`src/common/capture_pkg.sv`:
```
package capture_pkg;

   // -------------------
   // Sizes fixed by the struct layouts
   // -------------------
   localparam int CYC_W    = 3;    // Period counter width, modules check RBITS against it
   localparam int MAX_CHAN = 8;    // Status register holds 8 lock and 8 error bits
   localparam int AXI_AW   = 8;
   localparam int AXI_DW   = 32;

   // One channel, two samples per clock
   typedef struct packed {
      logic p;                     // First half of the clock
      logic n;                     // Second half
   } ddr_pair_t;

   typedef struct packed {
      logic             period;    // Start of a reference period
      logic             mid;       // Middle of the period
      logic [CYC_W-1:0] cycle;     // Clock count within the period
   } ref_tick_t;

   typedef struct packed {
      logic        [CYC_W:0] phase;  // Half-cycle units
      logic signed [CYC_W:0] delta;  // Wrapped change of phase
      logic                  locked;
      logic                  error;
   } chan_status_t;

   typedef struct packed {
      logic enable;
      logic invert;                // Falling reference edge
      logic retry;                 // Single-cycle pulse
   } ctrl_cfg_t;

   // -------------------
   // AXI4-Lite
   // -------------------
   typedef struct packed {
      logic [AXI_AW-1:0]   awaddr;
      logic                awvalid;
      logic [AXI_DW-1:0]   wdata;
      logic [AXI_DW/8-1:0] wstrb;
      logic                wvalid;
      logic                bready;
      logic [AXI_AW-1:0]   araddr;
      logic                arvalid;
      logic                rready;
   } axil_req_t;

   typedef struct packed {
      logic              awready;
      logic              wready;
      logic [1:0]        bresp;
      logic              bvalid;
      logic              arready;
      logic [AXI_DW-1:0] rdata;
      logic [1:0]        rresp;
      logic              rvalid;
   } axil_rsp_t;

   // Register map
   localparam logic [AXI_AW-1:0] REG_CTRL   = 8'h00;  // Enable, invert, retry
   localparam logic [AXI_AW-1:0] REG_STATUS = 8'h04;  // Lock 7:0, error 15:8
   localparam logic [AXI_AW-1:0] REG_PHASE0 = 8'h10;  // One word per channel

   localparam logic [1:0] RESP_OKAY   = 2'b00;
   localparam logic [1:0] RESP_SLVERR = 2'b10;

endpackage
```
`src/source/capture_top.sv`:
```
`timescale 1ns/10ps

module capture_top
   import capture_pkg::*;
#(
   parameter int NCHAN = 4,        // Antenna channels
   parameter int RATIO = 6,        // Sample clocks per reference period
   parameter int RBITS = 3,        // Period counter width
   parameter int LIMIT = 2,        // Largest accepted delta
   parameter int COUNT = 7,        // Good edges for lock
   parameter int TICKS = 2         // Reference delay stages
) (
   input  logic                  clk_s_i,
   input  logic                  reset_i,
   input  logic                  ref_i,
   input  ddr_pair_t [NCHAN-1:0] sig_i,
   input  axil_req_t             axil_req_i,
   output axil_rsp_t             axil_rsp_o,
   output logic      [NCHAN-1:0] sample_o,
   output logic                  sample_valid_o
);

   ref_tick_t                tick;
   ctrl_cfg_t                cfg;
   chan_status_t [NCHAN-1:0] status;

   // --------------------
   // Shared reference timing
   // --------------------
   ref_timing #(
      .RATIO (RATIO),
      .RBITS (RBITS),
      .TICKS (TICKS)
   ) u_ref_timing (
      .clk_s_i  (clk_s_i),
      .reset_i  (reset_i),
      .ref_i    (ref_i),
      .invert_i (cfg.invert),
      .tick_o   (tick)
   );

   // One tracker per antenna
   for (genvar i = 0; i < NCHAN; i++) begin : g_track
      phase_tracker #(
         .RATIO (RATIO),
         .RBITS (RBITS),
         .LIMIT (LIMIT),
         .COUNT (COUNT)
      ) u_phase_tracker (
         .clk_s_i  (clk_s_i),
         .reset_i  (reset_i),
         .sig_i    (sig_i[i]),
         .tick_i   (tick),
         .enable_i (cfg.enable),
         .retry_i  (cfg.retry),
         .status_o (status[i])
      );
   end

   sample_picker #(
      .NCHAN (NCHAN),
      .RATIO (RATIO),
      .RBITS (RBITS)
   ) u_sample_picker (
      .clk_s_i        (clk_s_i),
      .reset_i        (reset_i),
      .sig_i          (sig_i),
      .tick_i         (tick),
      .status_i       (status),
      .sample_o       (sample_o),
      .sample_valid_o (sample_valid_o)
   );

   // Register block on AXI4-Lite
   capture_ctrl #(
      .NCHAN (NCHAN)
   ) u_capture_ctrl (
      .clk_s_i    (clk_s_i),
      .reset_i    (reset_i),
      .axil_req_i (axil_req_i),
      .axil_rsp_o (axil_rsp_o),
      .status_i   (status),
      .cfg_o      (cfg)
   );

endmodule

```
`src/source/capture_ctrl.sv`:
```
`timescale 1ns/10ps

module capture_ctrl
   import capture_pkg::*;
#(
   parameter int NCHAN = 4
) (
   input  logic                     clk_s_i,
   input  logic                     reset_i,
   input  axil_req_t                axil_req_i,
   output axil_rsp_t                axil_rsp_o,
   input  chan_status_t [NCHAN-1:0] status_i,
   output ctrl_cfg_t                cfg_o
);

   logic              wr_hs;       // AW and W taken together
   logic              rd_hs;
   logic              bvalid_q;
   logic [1:0]        bresp_q;
   logic              rvalid_q;
   logic [1:0]        rresp_q;
   logic [AXI_DW-1:0] rdata_q;
   logic [AXI_DW-1:0] rd_data_w;
   logic              enable_q;
   logic              invert_q;
   logic              retry_q;

   // Status register has room for eight channels
   if (NCHAN > MAX_CHAN) begin : g_chan_check
      $error("capture_ctrl: NCHAN exceeds MAX_CHAN");
   end

   // True for any address in the register map
   function automatic logic addr_mapped(input logic [AXI_AW-1:0] addr);
      logic hit;
      hit = (addr == REG_CTRL) || (addr == REG_STATUS);
      for (int i = 0; i < NCHAN; i++) begin
         if (addr == REG_PHASE0 + AXI_AW'(4 * i)) begin
            hit = 1'b1;
         end
      end
      return hit;
   endfunction

   // No new write while a response is pending
   assign wr_hs = axil_req_i.awvalid & axil_req_i.wvalid & ~bvalid_q;
   assign rd_hs = axil_req_i.arvalid & ~rvalid_q;

   // --------------------
   // Write channel
   // --------------------
   always_ff @(posedge clk_s_i) begin
      if (reset_i) begin
         enable_q <= 1'b0;
         invert_q <= 1'b0;
         retry_q  <= 1'b0;
         bvalid_q <= 1'b0;
         bresp_q  <= RESP_OKAY;
      end else begin
         retry_q <= 1'b0;                          // Pulse lasts one clock
         if (wr_hs) begin
            bvalid_q <= 1'b1;
            bresp_q  <= addr_mapped(axil_req_i.awaddr) ? RESP_OKAY : RESP_SLVERR;
            if (axil_req_i.awaddr == REG_CTRL && axil_req_i.wstrb[0]) begin
               enable_q <= axil_req_i.wdata[0];
               invert_q <= axil_req_i.wdata[1];
               retry_q  <= axil_req_i.wdata[2];
            end
         end else if (bvalid_q && axil_req_i.bready) begin
            bvalid_q <= 1'b0;
         end
      end
   end

   // --------------------
   // Read mux
   // --------------------
   always_comb begin
      rd_data_w = '0;                              // Unmapped reads give zero
      if (axil_req_i.araddr == REG_CTRL) begin
         rd_data_w[0] = enable_q;
         rd_data_w[1] = invert_q;                  // Retry bit stays 0
      end else if (axil_req_i.araddr == REG_STATUS) begin
         for (int i = 0; i < NCHAN; i++) begin
            rd_data_w[i]     = status_i[i].locked;
            rd_data_w[8 + i] = status_i[i].error;
         end
      end else begin
         for (int i = 0; i < NCHAN; i++) begin
            if (axil_req_i.araddr == REG_PHASE0 + AXI_AW'(4 * i)) begin
               rd_data_w[CYC_W:0] = status_i[i].phase;
            end
         end
      end
   end

   // --------------------
   // Read channel
   // --------------------
   always_ff @(posedge clk_s_i) begin
      if (reset_i) begin
         rvalid_q <= 1'b0;
      end else if (rd_hs) begin
         rvalid_q <= 1'b1;
      end else if (rvalid_q && axil_req_i.rready) begin
         rvalid_q <= 1'b0;
      end
   end

   always_ff @(posedge clk_s_i) begin
      if (rd_hs) begin
         rdata_q <= rd_data_w;                     // Sampled at the AR handshake
         rresp_q <= addr_mapped(axil_req_i.araddr) ? RESP_OKAY : RESP_SLVERR;
      end
   end

   assign axil_rsp_o = '{
      awready: wr_hs,
      wready:  wr_hs,
      bresp:   bresp_q,
      bvalid:  bvalid_q,
      arready: ~rvalid_q,
      rdata:   rdata_q,
      rresp:   rresp_q,
      rvalid:  rvalid_q
   };

   assign cfg_o = '{enable: enable_q, invert: invert_q, retry: retry_q};

   // Write response held until the master takes it
   a_bvalid_hold : assert property (@(posedge clk_s_i) disable iff (reset_i)
      bvalid_q && !axil_req_i.bready |=> bvalid_q);

endmodule

```
`src/capture/sample_picker.sv`:
```
`timescale 1ns/10ps

module sample_picker
   import capture_pkg::*;
#(
   parameter int NCHAN = 4,
   parameter int RATIO = 6,
   parameter int RBITS = 3
) (
   input  logic                     clk_s_i,
   input  logic                     reset_i,
   input  ddr_pair_t    [NCHAN-1:0] sig_i,
   input  ref_tick_t                tick_i,
   input  chan_status_t [NCHAN-1:0] status_i,
   output logic         [NCHAN-1:0] sample_o,
   output logic                     sample_valid_o
);

   // Half a bit and a whole bit, in half-cycles
   localparam logic [RBITS+1:0] HALF = (RBITS + 2)'(RATIO);
   localparam logic [RBITS+1:0] SPAN = (RBITS + 2)'(2 * RATIO);

   ddr_pair_t [NCHAN-1:0] sig_q;     // Same alignment as in the trackers
   logic      [NCHAN-1:0] hit_w;     // Mid-bit slot is this clock
   logic      [NCHAN-1:0] pick_w;
   logic      [NCHAN-1:0] held_q;
   logic      [NCHAN-1:0] word_w;

   always_ff @(posedge clk_s_i) begin
      sig_q <= sig_i;
   end

   // --------------------
   // Per-channel slot
   // --------------------
   for (genvar i = 0; i < NCHAN; i++) begin : g_chan
      logic [RBITS+1:0] sum_w;
      logic [RBITS+1:0] slot_w;

      // Phase plus half a bit, modulo one bit
      assign sum_w  = {1'b0, status_i[i].phase} + HALF;
      assign slot_w = (sum_w >= SPAN) ? sum_w - SPAN : sum_w;

      assign hit_w[i]  = (tick_i.cycle == slot_w[RBITS:1]);
      assign pick_w[i] = slot_w[0] ? sig_q[i].n : sig_q[i].p;

      always_ff @(posedge clk_s_i) begin
         if (hit_w[i]) begin
            held_q[i] <= pick_w[i];
         end
      end

      // Slot on the period clock itself goes straight into the word
      assign word_w[i] = status_i[i].locked & (hit_w[i] ? pick_w[i] : held_q[i]);
   end

   // --------------------
   // Word output, no back-pressure
   // --------------------
   always_ff @(posedge clk_s_i) begin
      if (reset_i) begin
         sample_valid_o <= 1'b0;
      end else begin
         sample_valid_o <= tick_i.period;    // One clock after the strobe
      end
   end

   always_ff @(posedge clk_s_i) begin
      if (tick_i.period) begin
         sample_o <= word_w;
      end
   end

endmodule

```
`src/capture/phase_tracker.sv`:
```
`timescale 1ns/10ps

module phase_tracker
   import capture_pkg::*;
#(
   parameter int RATIO = 6,        // Sample clocks per bit
   parameter int RBITS = 3,        // Period counter width
   parameter int LIMIT = 2,        // Largest accepted delta, half-cycles
   parameter int COUNT = 7         // In-bound edges needed for lock
) (
   input  logic         clk_s_i,
   input  logic         reset_i,
   input  ddr_pair_t    sig_i,
   input  ref_tick_t    tick_i,
   input  logic         enable_i,
   input  logic         retry_i,
   output chan_status_t status_o
);

   localparam int CBITS = $clog2(COUNT + 1);
   localparam int DW    = RBITS + 3;     // Room for an unwrapped difference

   localparam logic signed [DW-1:0] RATIO_S = DW'(RATIO);
   localparam logic signed [DW-1:0] SPAN_S  = DW'(2 * RATIO);  // Half-cycles per bit

   ddr_pair_t             sig_q;
   logic                  last_q;        // n half of the pair before sig_q
   logic                  edge_first;
   logic                  edge_second;
   logic                  edge_w;
   logic [RBITS:0]        phase_w;
   logic [RBITS:0]        phase_q;
   logic signed [DW-1:0]  diff_w;
   logic signed [DW-1:0]  wrap_w;
   logic signed [RBITS:0] delta_q;
   logic                  fresh_q;       // Delta was just updated
   logic                  in_bound;
   logic                  lock_lost;
   logic [CBITS-1:0]      count_q;
   logic                  locked_q;
   logic                  error_q;

   // --------------------
   // Input register
   // --------------------
   always_ff @(posedge clk_s_i) begin
      if (reset_i) begin
         sig_q  <= '0;
         last_q <= 1'b0;
      end else begin
         sig_q  <= sig_i;
         last_q <= sig_q.n;
      end
   end

   // Two possible transition spots per clock
   assign edge_first  = last_q ^ sig_q.p;   // Between pairs
   assign edge_second = sig_q.p ^ sig_q.n;  // Inside the pair
   assign edge_w      = edge_first | edge_second;

   // Later transition wins when both are present
   assign phase_w = {tick_i.cycle, edge_second};

   // --------------------
   // Wrapped delta
   // --------------------
   always_comb begin
      diff_w = $signed({2'b00, phase_w}) - $signed({2'b00, phase_q});
      if (diff_w >= RATIO_S) begin
         wrap_w = diff_w - SPAN_S;
      end else if (diff_w < -RATIO_S) begin
         wrap_w = diff_w + SPAN_S;
      end else begin
         wrap_w = diff_w;
      end
   end

   always_ff @(posedge clk_s_i) begin
      if (reset_i) begin
         phase_q <= '0;
         delta_q <= '0;
         fresh_q <= 1'b0;
      end else begin
         fresh_q <= edge_w & enable_i;
         if (edge_w) begin
            phase_q <= phase_w;
            delta_q <= wrap_w[RBITS:0];       // Fits after the wrap
         end
      end
   end

   // --------------------
   // Lock and error
   // --------------------
   assign in_bound  = (delta_q >= -LIMIT) && (delta_q <= LIMIT);
   assign lock_lost = locked_q && fresh_q && !in_bound;

   always_ff @(posedge clk_s_i) begin
      if (reset_i || !enable_i || retry_i) begin
         locked_q <= 1'b0;
         error_q  <= 1'b0;
         count_q  <= '0;
      end else if (lock_lost) begin
         locked_q <= 1'b0;                    // Error replaces lock
         error_q  <= 1'b1;
         count_q  <= '0;
      end else if (!locked_q && !error_q && fresh_q) begin
         if (in_bound) begin
            count_q <= count_q + 1'b1;
            if (count_q == CBITS'(COUNT - 1)) begin
               locked_q <= 1'b1;              // COUNTth good edge
            end
         end else begin
            count_q <= '0;                    // Run broken, start over
         end
      end
   end

   assign status_o = '{phase: phase_q, delta: delta_q, locked: locked_q, error: error_q};

   a_lock_xor_error : assert property (@(posedge clk_s_i) disable iff (reset_i)
      !(locked_q && error_q));

endmodule

```
`src/capture/ref_timing.sv`:
```
`timescale 1ns/10ps

module ref_timing
   import capture_pkg::*;
#(
   parameter int RATIO = 6,        // Sample clocks per reference period
   parameter int RBITS = 3,        // Period counter width
   parameter int TICKS = 2         // Extra delay stages on the reference
) (
   input  logic      clk_s_i,
   input  logic      reset_i,
   input  logic      ref_i,        // Reference clock as a level
   input  logic      invert_i,     // Use falling edges
   output ref_tick_t tick_o
);

   // Two sync flops, TICKS delay flops, one flop of edge history
   localparam int STAGES = TICKS + 3;

   logic [STAGES-1:0] ref_pipe;
   logic              ref_new;
   logic              ref_old;
   logic              edge_w;      // Chosen edge seen at the end of the pipe
   logic              period_q;
   logic              mid_w;
   logic [RBITS-1:0]  cycle_q;

   // Counter width is baked into ref_tick_t
   if (RBITS != CYC_W) begin : g_width_check
      $error("ref_timing: RBITS must match CYC_W of capture_pkg");
   end

   // --------------------
   // Synchroniser and delay line
   // --------------------
   always_ff @(posedge clk_s_i) begin
      if (reset_i) begin
         ref_pipe <= '0;
      end else begin
         ref_pipe <= {ref_pipe[STAGES-2:0], ref_i};  // Shift in at bit 0
      end
   end

   assign ref_new = ref_pipe[STAGES-2];
   assign ref_old = ref_pipe[STAGES-1];

   // Rising by default, falling when inverted
   assign edge_w = invert_i ? (ref_old & ~ref_new) : (~ref_old & ref_new);

   // --------------------
   // Period strobe and counter
   // --------------------
   always_ff @(posedge clk_s_i) begin
      if (reset_i) begin
         period_q <= 1'b0;
         cycle_q  <= '0;
      end else begin
         period_q <= edge_w;
         if (period_q || cycle_q == RBITS'(RATIO - 1)) begin
            cycle_q <= '0;                           // Restart on edge or wrap
         end else begin
            cycle_q <= cycle_q + 1'b1;
         end
      end
   end

   assign mid_w  = (cycle_q == RBITS'(RATIO / 2));
   assign tick_o = '{period: period_q, mid: mid_w, cycle: cycle_q};

   // Counter stays inside one reference period
   a_cycle_range : assert property (@(posedge clk_s_i) disable iff (reset_i)
      cycle_q <= RBITS'(RATIO - 1));

endmodule

```
`config.mk`:
```
export PLATFORM = sky130hd
export DESIGN_NAME = capture_top
export DESIGN_NICKNAME = d
export VERILOG_FILES = /design/src/common/capture_pkg.sv /design/src/source/capture_top.sv /design/src/source/capture_ctrl.sv /design/src/capture/sample_picker.sv /design/src/capture/phase_tracker.sv /design/src/capture/ref_timing.sv
export SDC_FILE = /design/constraint.sdc
export NUM_CORES = 1
export LEC_CHECK = 0
export BUFFER_PORTS_ARGS = -buffer_cell sky130_fd_sc_hd__buf_2
export CAP_MARGIN = 15
export CORE_ASPECT_RATIO = 0.5
export CORE_MARGIN = 2
export CORE_UTILIZATION = 45
export DETAILED_ROUTE_END_ITERATION = 10
export PLACE_DENSITY_LB_ADDON = 0.15
export SYNTH_ARGS = -nofsm -noshare
export SYNTH_HDL_FRONTEND = slang
export SYNTH_HIERARCHICAL = 1
export SYNTH_SLANG_ARGS = --single-unit
```
`constraint.sdc`:
```
create_clock -name clk_s_i -period 3 [get_ports clk_s_i]
set_input_delay 0.15 -clock clk_s_i [delete_from_list [all_inputs] [get_ports clk_s_i]]
set_output_delay 0.15 -clock clk_s_i [all_outputs]
set_load 0.005 [all_outputs]
```
* Word level (Yosys, flattened, before mapping)
Index checks and enable logic that the tools add are counted.
** Operators by class
- $add $sub $neg :: 25
- Multipliers :: 0
- Divide/modulo/power cells :: 0
- $lt $le $gt $ge :: 20
- Equal/unequal tests :: 19
- Shift-type cells :: 0
- Muxes and demuxes :: 48
- Bitwise logic cells :: 32
- Reductions and logical operators :: 57
** Operator list (count)
- $mux W4 :: 17
- $eq A8 B5 Y1 const B :: 8
- $ge A5 B4 Y1 const B :: 8
- $mux W1 :: 24
- $logic_and A1 B1 Y1 :: 23
- $add A4 B3 Y5 const B :: 4
- $lt A5 B4 Y1 const B :: 4
- $sub A4 B4 Y5 :: 4
- $add A4 B3 Y4 const B :: 4
- $eq A8 B3 Y1 const B :: 2
- $ge A4 B2 Y1 const B :: 4
- $le A4 B3 Y1 const B :: 4
- $logic_not A8 Y1 :: 2
- $sub A4 B3 Y4 const B :: 4
- $sub A4 B4 Y4 const B :: 4
- $add A3 B1 Y3 const B :: 5
- $eq A3 B3 Y1 const B :: 5
- $and A1 B1 Y1 :: 13
- $logic_not A1 Y1 :: 13
- $eq A3 B3 Y1 :: 4
- $mux W3 :: 4
- $reduce_and A3 Y1 :: 4
- $reduce_or A2 Y1 :: 6
- $xor A1 B1 Y1 :: 8
- 7 further kinds :: 23
** Storage, ports and cells
- Register bits after elaboration :: 111
- Bits in latches :: 0
- RAM bits :: 0
- Memory bits (read-only) :: 0
- Bits of input ports :: 68
- Output and inout port bits :: 46
- Logic and storage cells :: 264
- Memories :: 0

* Logic depth before layout (Yosys ltp)
- Depth in word-level cells :: 9
- Gate-level depth with buffers :: 10
- Depth with buffers taken out :: 10

* By module
Netlist, hierarchy kept.
** By module, submodules not included
- phase_tracker :: instances 4, cells an instance 109, area an instance 922.1 µm², sequential area each 340.3 µm²
- sample_picker :: instances 1, cells an instance 130, area an instance 1204.9 µm², sequential area each 380.4 µm²
- capture_ctrl :: instances 1, cells an instance 109, area an instance 1083.5 µm², sequential area each 390.4 µm²
- ref_timing :: instances 1, cells an instance 28, area an instance 316.6 µm², sequential area each 180.2 µm²

* Worst setup path after synthesis
Ideal clock, no wire load.
- Path type :: register to register
- From :: reg u_ref_timing.cycle_q[0]
- To :: reg g_track[0].u_phase_tracker.delta_q[3]
- Library setup time :: 91 ps
- Arrival time :: 2455 ps
- Required time :: 2909 ps
- Slack :: 454 ps
- Cell stages (with the launch flop) :: 8
- Path buffers :: 0
- Clock period less this slack :: 2546 ps
- Path through :: dfxtp_1 > ha_1 > nand3b_1 > a21boi_0 > or2_4 > ha_1 > or3_1 > a311oi_1
** On the way
- Word-level cells in the longest chain between the ends :: 4
- Elaborated cells on any way between the ends :: 7
- Those cells by class :: add/sub (3); order compare (2); mux (2)
** RTL lines
- start: declaration :: line ref_timing.sv:26 : logic [RBITS-1:0] cycle_q;
- start signal: assignment :: line ref_timing.sv:62 : cycle_q <= cycle_q + 1'b1;
- $sub A4 B4 Y5 * :: line phase_tracker.sv:68 : diff_w = $signed({2'b00, phase_w}) - $signed({2'b00, phase_q});
- $add A4 B3 Y4 or $lt A5 B4 Y1 (tied branches) :: line phase_tracker.sv:72, phase_tracker.sv:71
- $mux W4 :: line phase_tracker.sv:71 : end else if (diff_w < -RATIO_S) begin
- $mux W4 * :: line phase_tracker.sv:69 : if (diff_w >= RATIO_S) begin
- end signal: assignment :: line phase_tracker.sv:87 : delta_q <= wrap_w[RBITS:0];
- end: declaration :: line phase_tracker.sv:35 : logic signed [RBITS:0] delta_q;
Mark *: on every way between the ends. The rest lies on a longest branch, timed or not.
A chain may end at the register's enable or synchronous reset.

* Worst setup path after layout
- From :: reg u_ref_timing.cycle_q[1]
- To :: reg g_track[2].u_phase_tracker.delta_q[3]
** On the way
- Word-level cells in the longest chain between the ends :: 4
- Elaborated cells on any way between the ends :: 7
- Those cells by class :: add/sub (3); order compare (2); mux (2)
** RTL lines (line)
- $sub A4 B4 Y5 * :: phase_tracker.sv:68
- $add A4 B3 Y4 or $lt A5 B4 Y1 (tied branches) :: phase_tracker.sv:72, phase_tracker.sv:71
- $mux W4 :: phase_tracker.sv:71
- $mux W4 * :: phase_tracker.sv:69
- end signal: assignment :: phase_tracker.sv:87
- end: declaration :: phase_tracker.sv:35
Marks and branches as above.

==> flow_metrics.env <==
export IMPL_finalCriticalPeriod_ns=2.69
export IMPL_path_cells="ha_1 > a21oi_1 > a21boi_0 > or2_4 > ha_1 > nor4b_1 > a21oi_1 > a311oi_1"
export IMPL_maxSlewViolCount=0
export IMPL_vias=4949
export IMPL_fill_cells=1296
export IMPL_dpl_cell_area_um2=6660
export IMPL_p_clk_share_pct=30.8
export IMPL_overflow=0
export IMPL_cp_required_ns=3.26
export IMPL_comb_power_share_pct=26.5
export IMPL_dieArea_um2=15000
export IMPL_avgSynthCellArea_um2=8.95
export IMPL_seq_area_um2=2310
export IMPL_dp_cells=934
export IMPL_wl_per_cell_um=13.6
export IMPL_powerDensity_nw_per_um2=554
export IMPL_start_util_pct=46.3
export IMPL_cts_max_level=3
export IMPL_grt_max_degree=33
export IMPL_core_um2=13600
export IMPL_max_freq_ghz=0.372
export IMPL_status="finished clean"
export IMPL_clock_sinks=109
export IMPL_startpoint_type="register"
export IMPL_io_buffers=55
export IMPL_syn_instance_count=702
export IMPL_power_mw=3.90
export IMPL_clock_path_buffers=2
export IMPL_grt_use_total_pct=18.3
export IMPL_p_leak_nw=2.73
export IMPL_peakVddDrop_mv=0.263
export IMPL_area_delta_synth_final_pct=12.1
export IMPL_cts_buffers=9
export IMPL_critPathMaxStageDelay_ns=0.62
export IMPL_vias_per_cell=5.16
export IMPL_cts_tree="yes"
export IMPL_fin_tns_setup_ns=0
export IMPL_intPower_mw=2.74
export IMPL_antenna_found_initial=0
export IMPL_fin_util_pct=51.9
export IMPL_hold_viol=0
export IMPL_fin_skew_ns=0.00464
export IMPL_slowest_stage="dfxtp_1"
export IMPL_grt_setup_unrepaired="no"
export IMPL_drive_gt1_share_pct=14.1
export IMPL_cp_max_fo=9
export IMPL_finalCritPeriodShare_pct=89.6
export IMPL_dp_hpwl_mm=9.66
export IMPL_first_global_vias=4496
export IMPL_cpLargestDelayFamily="compound AO/OA/AOI/OAI gates"
export IMPL_yosysWarnings=6
export IMPL_r2r_slack_ns=0.31
export IMPL_die_h_um=87.6
export IMPL_nets=873
export IMPL_critPathCaptureType="register"
export IMPL_swShare_pct=29.9
export IMPL_grt_pass1_wl_mm=21.4
export IMPL_diodes=0
export IMPL_ios=114
export IMPL_relSlewSlack_pct=39.3
export IMPL_critPathBufInv=0
export IMPL_layoutNonFillerInstCount=959
export IMPL_clock_latency_ns=0.35
export IMPL_mostFrequentLayoutCell="dfxtp_1"
export IMPL_drc_errors=0
export IMPL_rows=30
export IMPL_setup_viol=0
export IMPL_postRouteAntennaNets=0
export IMPL_routed_wl_mm=13.0
export IMPL_critPathKind="reg -> reg"
export IMPL_critPathArrivalTime_ns=2.95
export IMPL_worst_pin_slew_ns=0.908
export IMPL_p_seq_share_pct=42.6
export IMPL_hold_path_class="in -> reg"
export IMPL_multi_input_area_um2=3550
export IMPL_dr_pass1_iters=5
export IMPL_syn_area_um2=6290
export IMPL_drv_cap=0
export IMPL_gp_congestion=0.860
export IMPL_root_buffer="clkbuf_16"
export IMPL_switchingPower_mw=1.17
export IMPL_final_area_um2=7050
export IMPL_dieWidth_um=171
export IMPL_layout_common_cells="96 x dfxtp_1, 68 x nand2_1, 55 x buf_2, 54 x a21oi_1, 50 x nor2_1"
export IMPL_first_iter_violations=304
export IMPL_clkSlewWorstSetupHoldPaths_ns=0.07
==> worst register-to-register path: stages, from the launching register on <==
cell      delay [ns]
dfxtp_1         0.62
ha_1            0.38
a21oi_1         0.24
a21boi_0        0.15
or2_4           0.28
ha_1            0.31
nor4b_1         0.31
a21oi_1         0.07
a311oi_1        0.25
==> metal layers <==
layer | GRT usage [%] | vias up | wire (um)
li1 | - | 2519 | -
met1 | 25.0 | 2284 | 6360
met2 | 30.2 | 136 | 5760
met3 | 3.43 | 10 | 724
met4 | 4.55 | 0 | 156
met5 | 0 | - | 0
==> path summary, 6_finish.rpt <==
check,endpoint,depth (start not counted),from
worst max-delay path,g_track[2].u_phase_tracker/delta_q[3],8,u_ref_timing/cycle_q[1]
worst min-delay path,u_ref_timing/ref_pipe[0],2,ref_i
worst max register to register,g_track[2].u_phase_tracker/delta_q[3],8,u_ref_timing/cycle_q[1]
worst min register to register,u_ref_timing/ref_pipe[3],1,u_ref_timing/ref_pipe[2]
==> registers in the layout, indices dropped and copies added, names as in the netlist, 5 cells and up <==
name / flops
g_track.u_phase_tracker/delta_q: 16
g_track.u_phase_tracker/phase_q: 16
g_track.u_phase_tracker/count_q: 12
g_track.u_phase_tracker/sig_q: 8
u_capture_ctrl/rdata_q: 8
u_sample_picker/sig_q: 8
u_ref_timing/ref_pipe: 5
==> through the flow <==
step / setup slack, ns / hold slack [ns]
after floorplan: 0.454 / 0.178
after global placement: 0.392 / 0.264
after detailed placement: 0.342 / 0.266
after CTS: 0.328 / 0.000700
after global routing: 0.0493 / 0.0389
final: 0.311 / 0.00819
==> power groups by stage <==
stage	logic, mW	clock network [mW]	registers, mW
finish	1.04	1.20	1.67
global route	1.18	1.31	1.68
CTS	1.03	1.24	1.66
detailed placement	1.02	0	1.70
global placement	0.997	0	1.69
floorplan	0.809	0	1.68
==> layout make-up <==
class,instances,share of cell area (%)
Multi-Input combinational cell,523,50.4
Sequential cell,109,32.8
Timing Repair Buffer,79,6.96
Tap cell,192,3.41
Clock buffer,10,3.39
Inverter,40,2.15
Clock inverter,6,0.870
==> timing repair <==
action / CTS / global route
gates resized for setup: 0 / 0
endpoints found under the hold margin: 9 / 0
endpoints found under the setup margin: 0 / 0
hold buffers: 9 / 0
setup buffers: 0 / 0
Power figures use the tool's default switching activity.
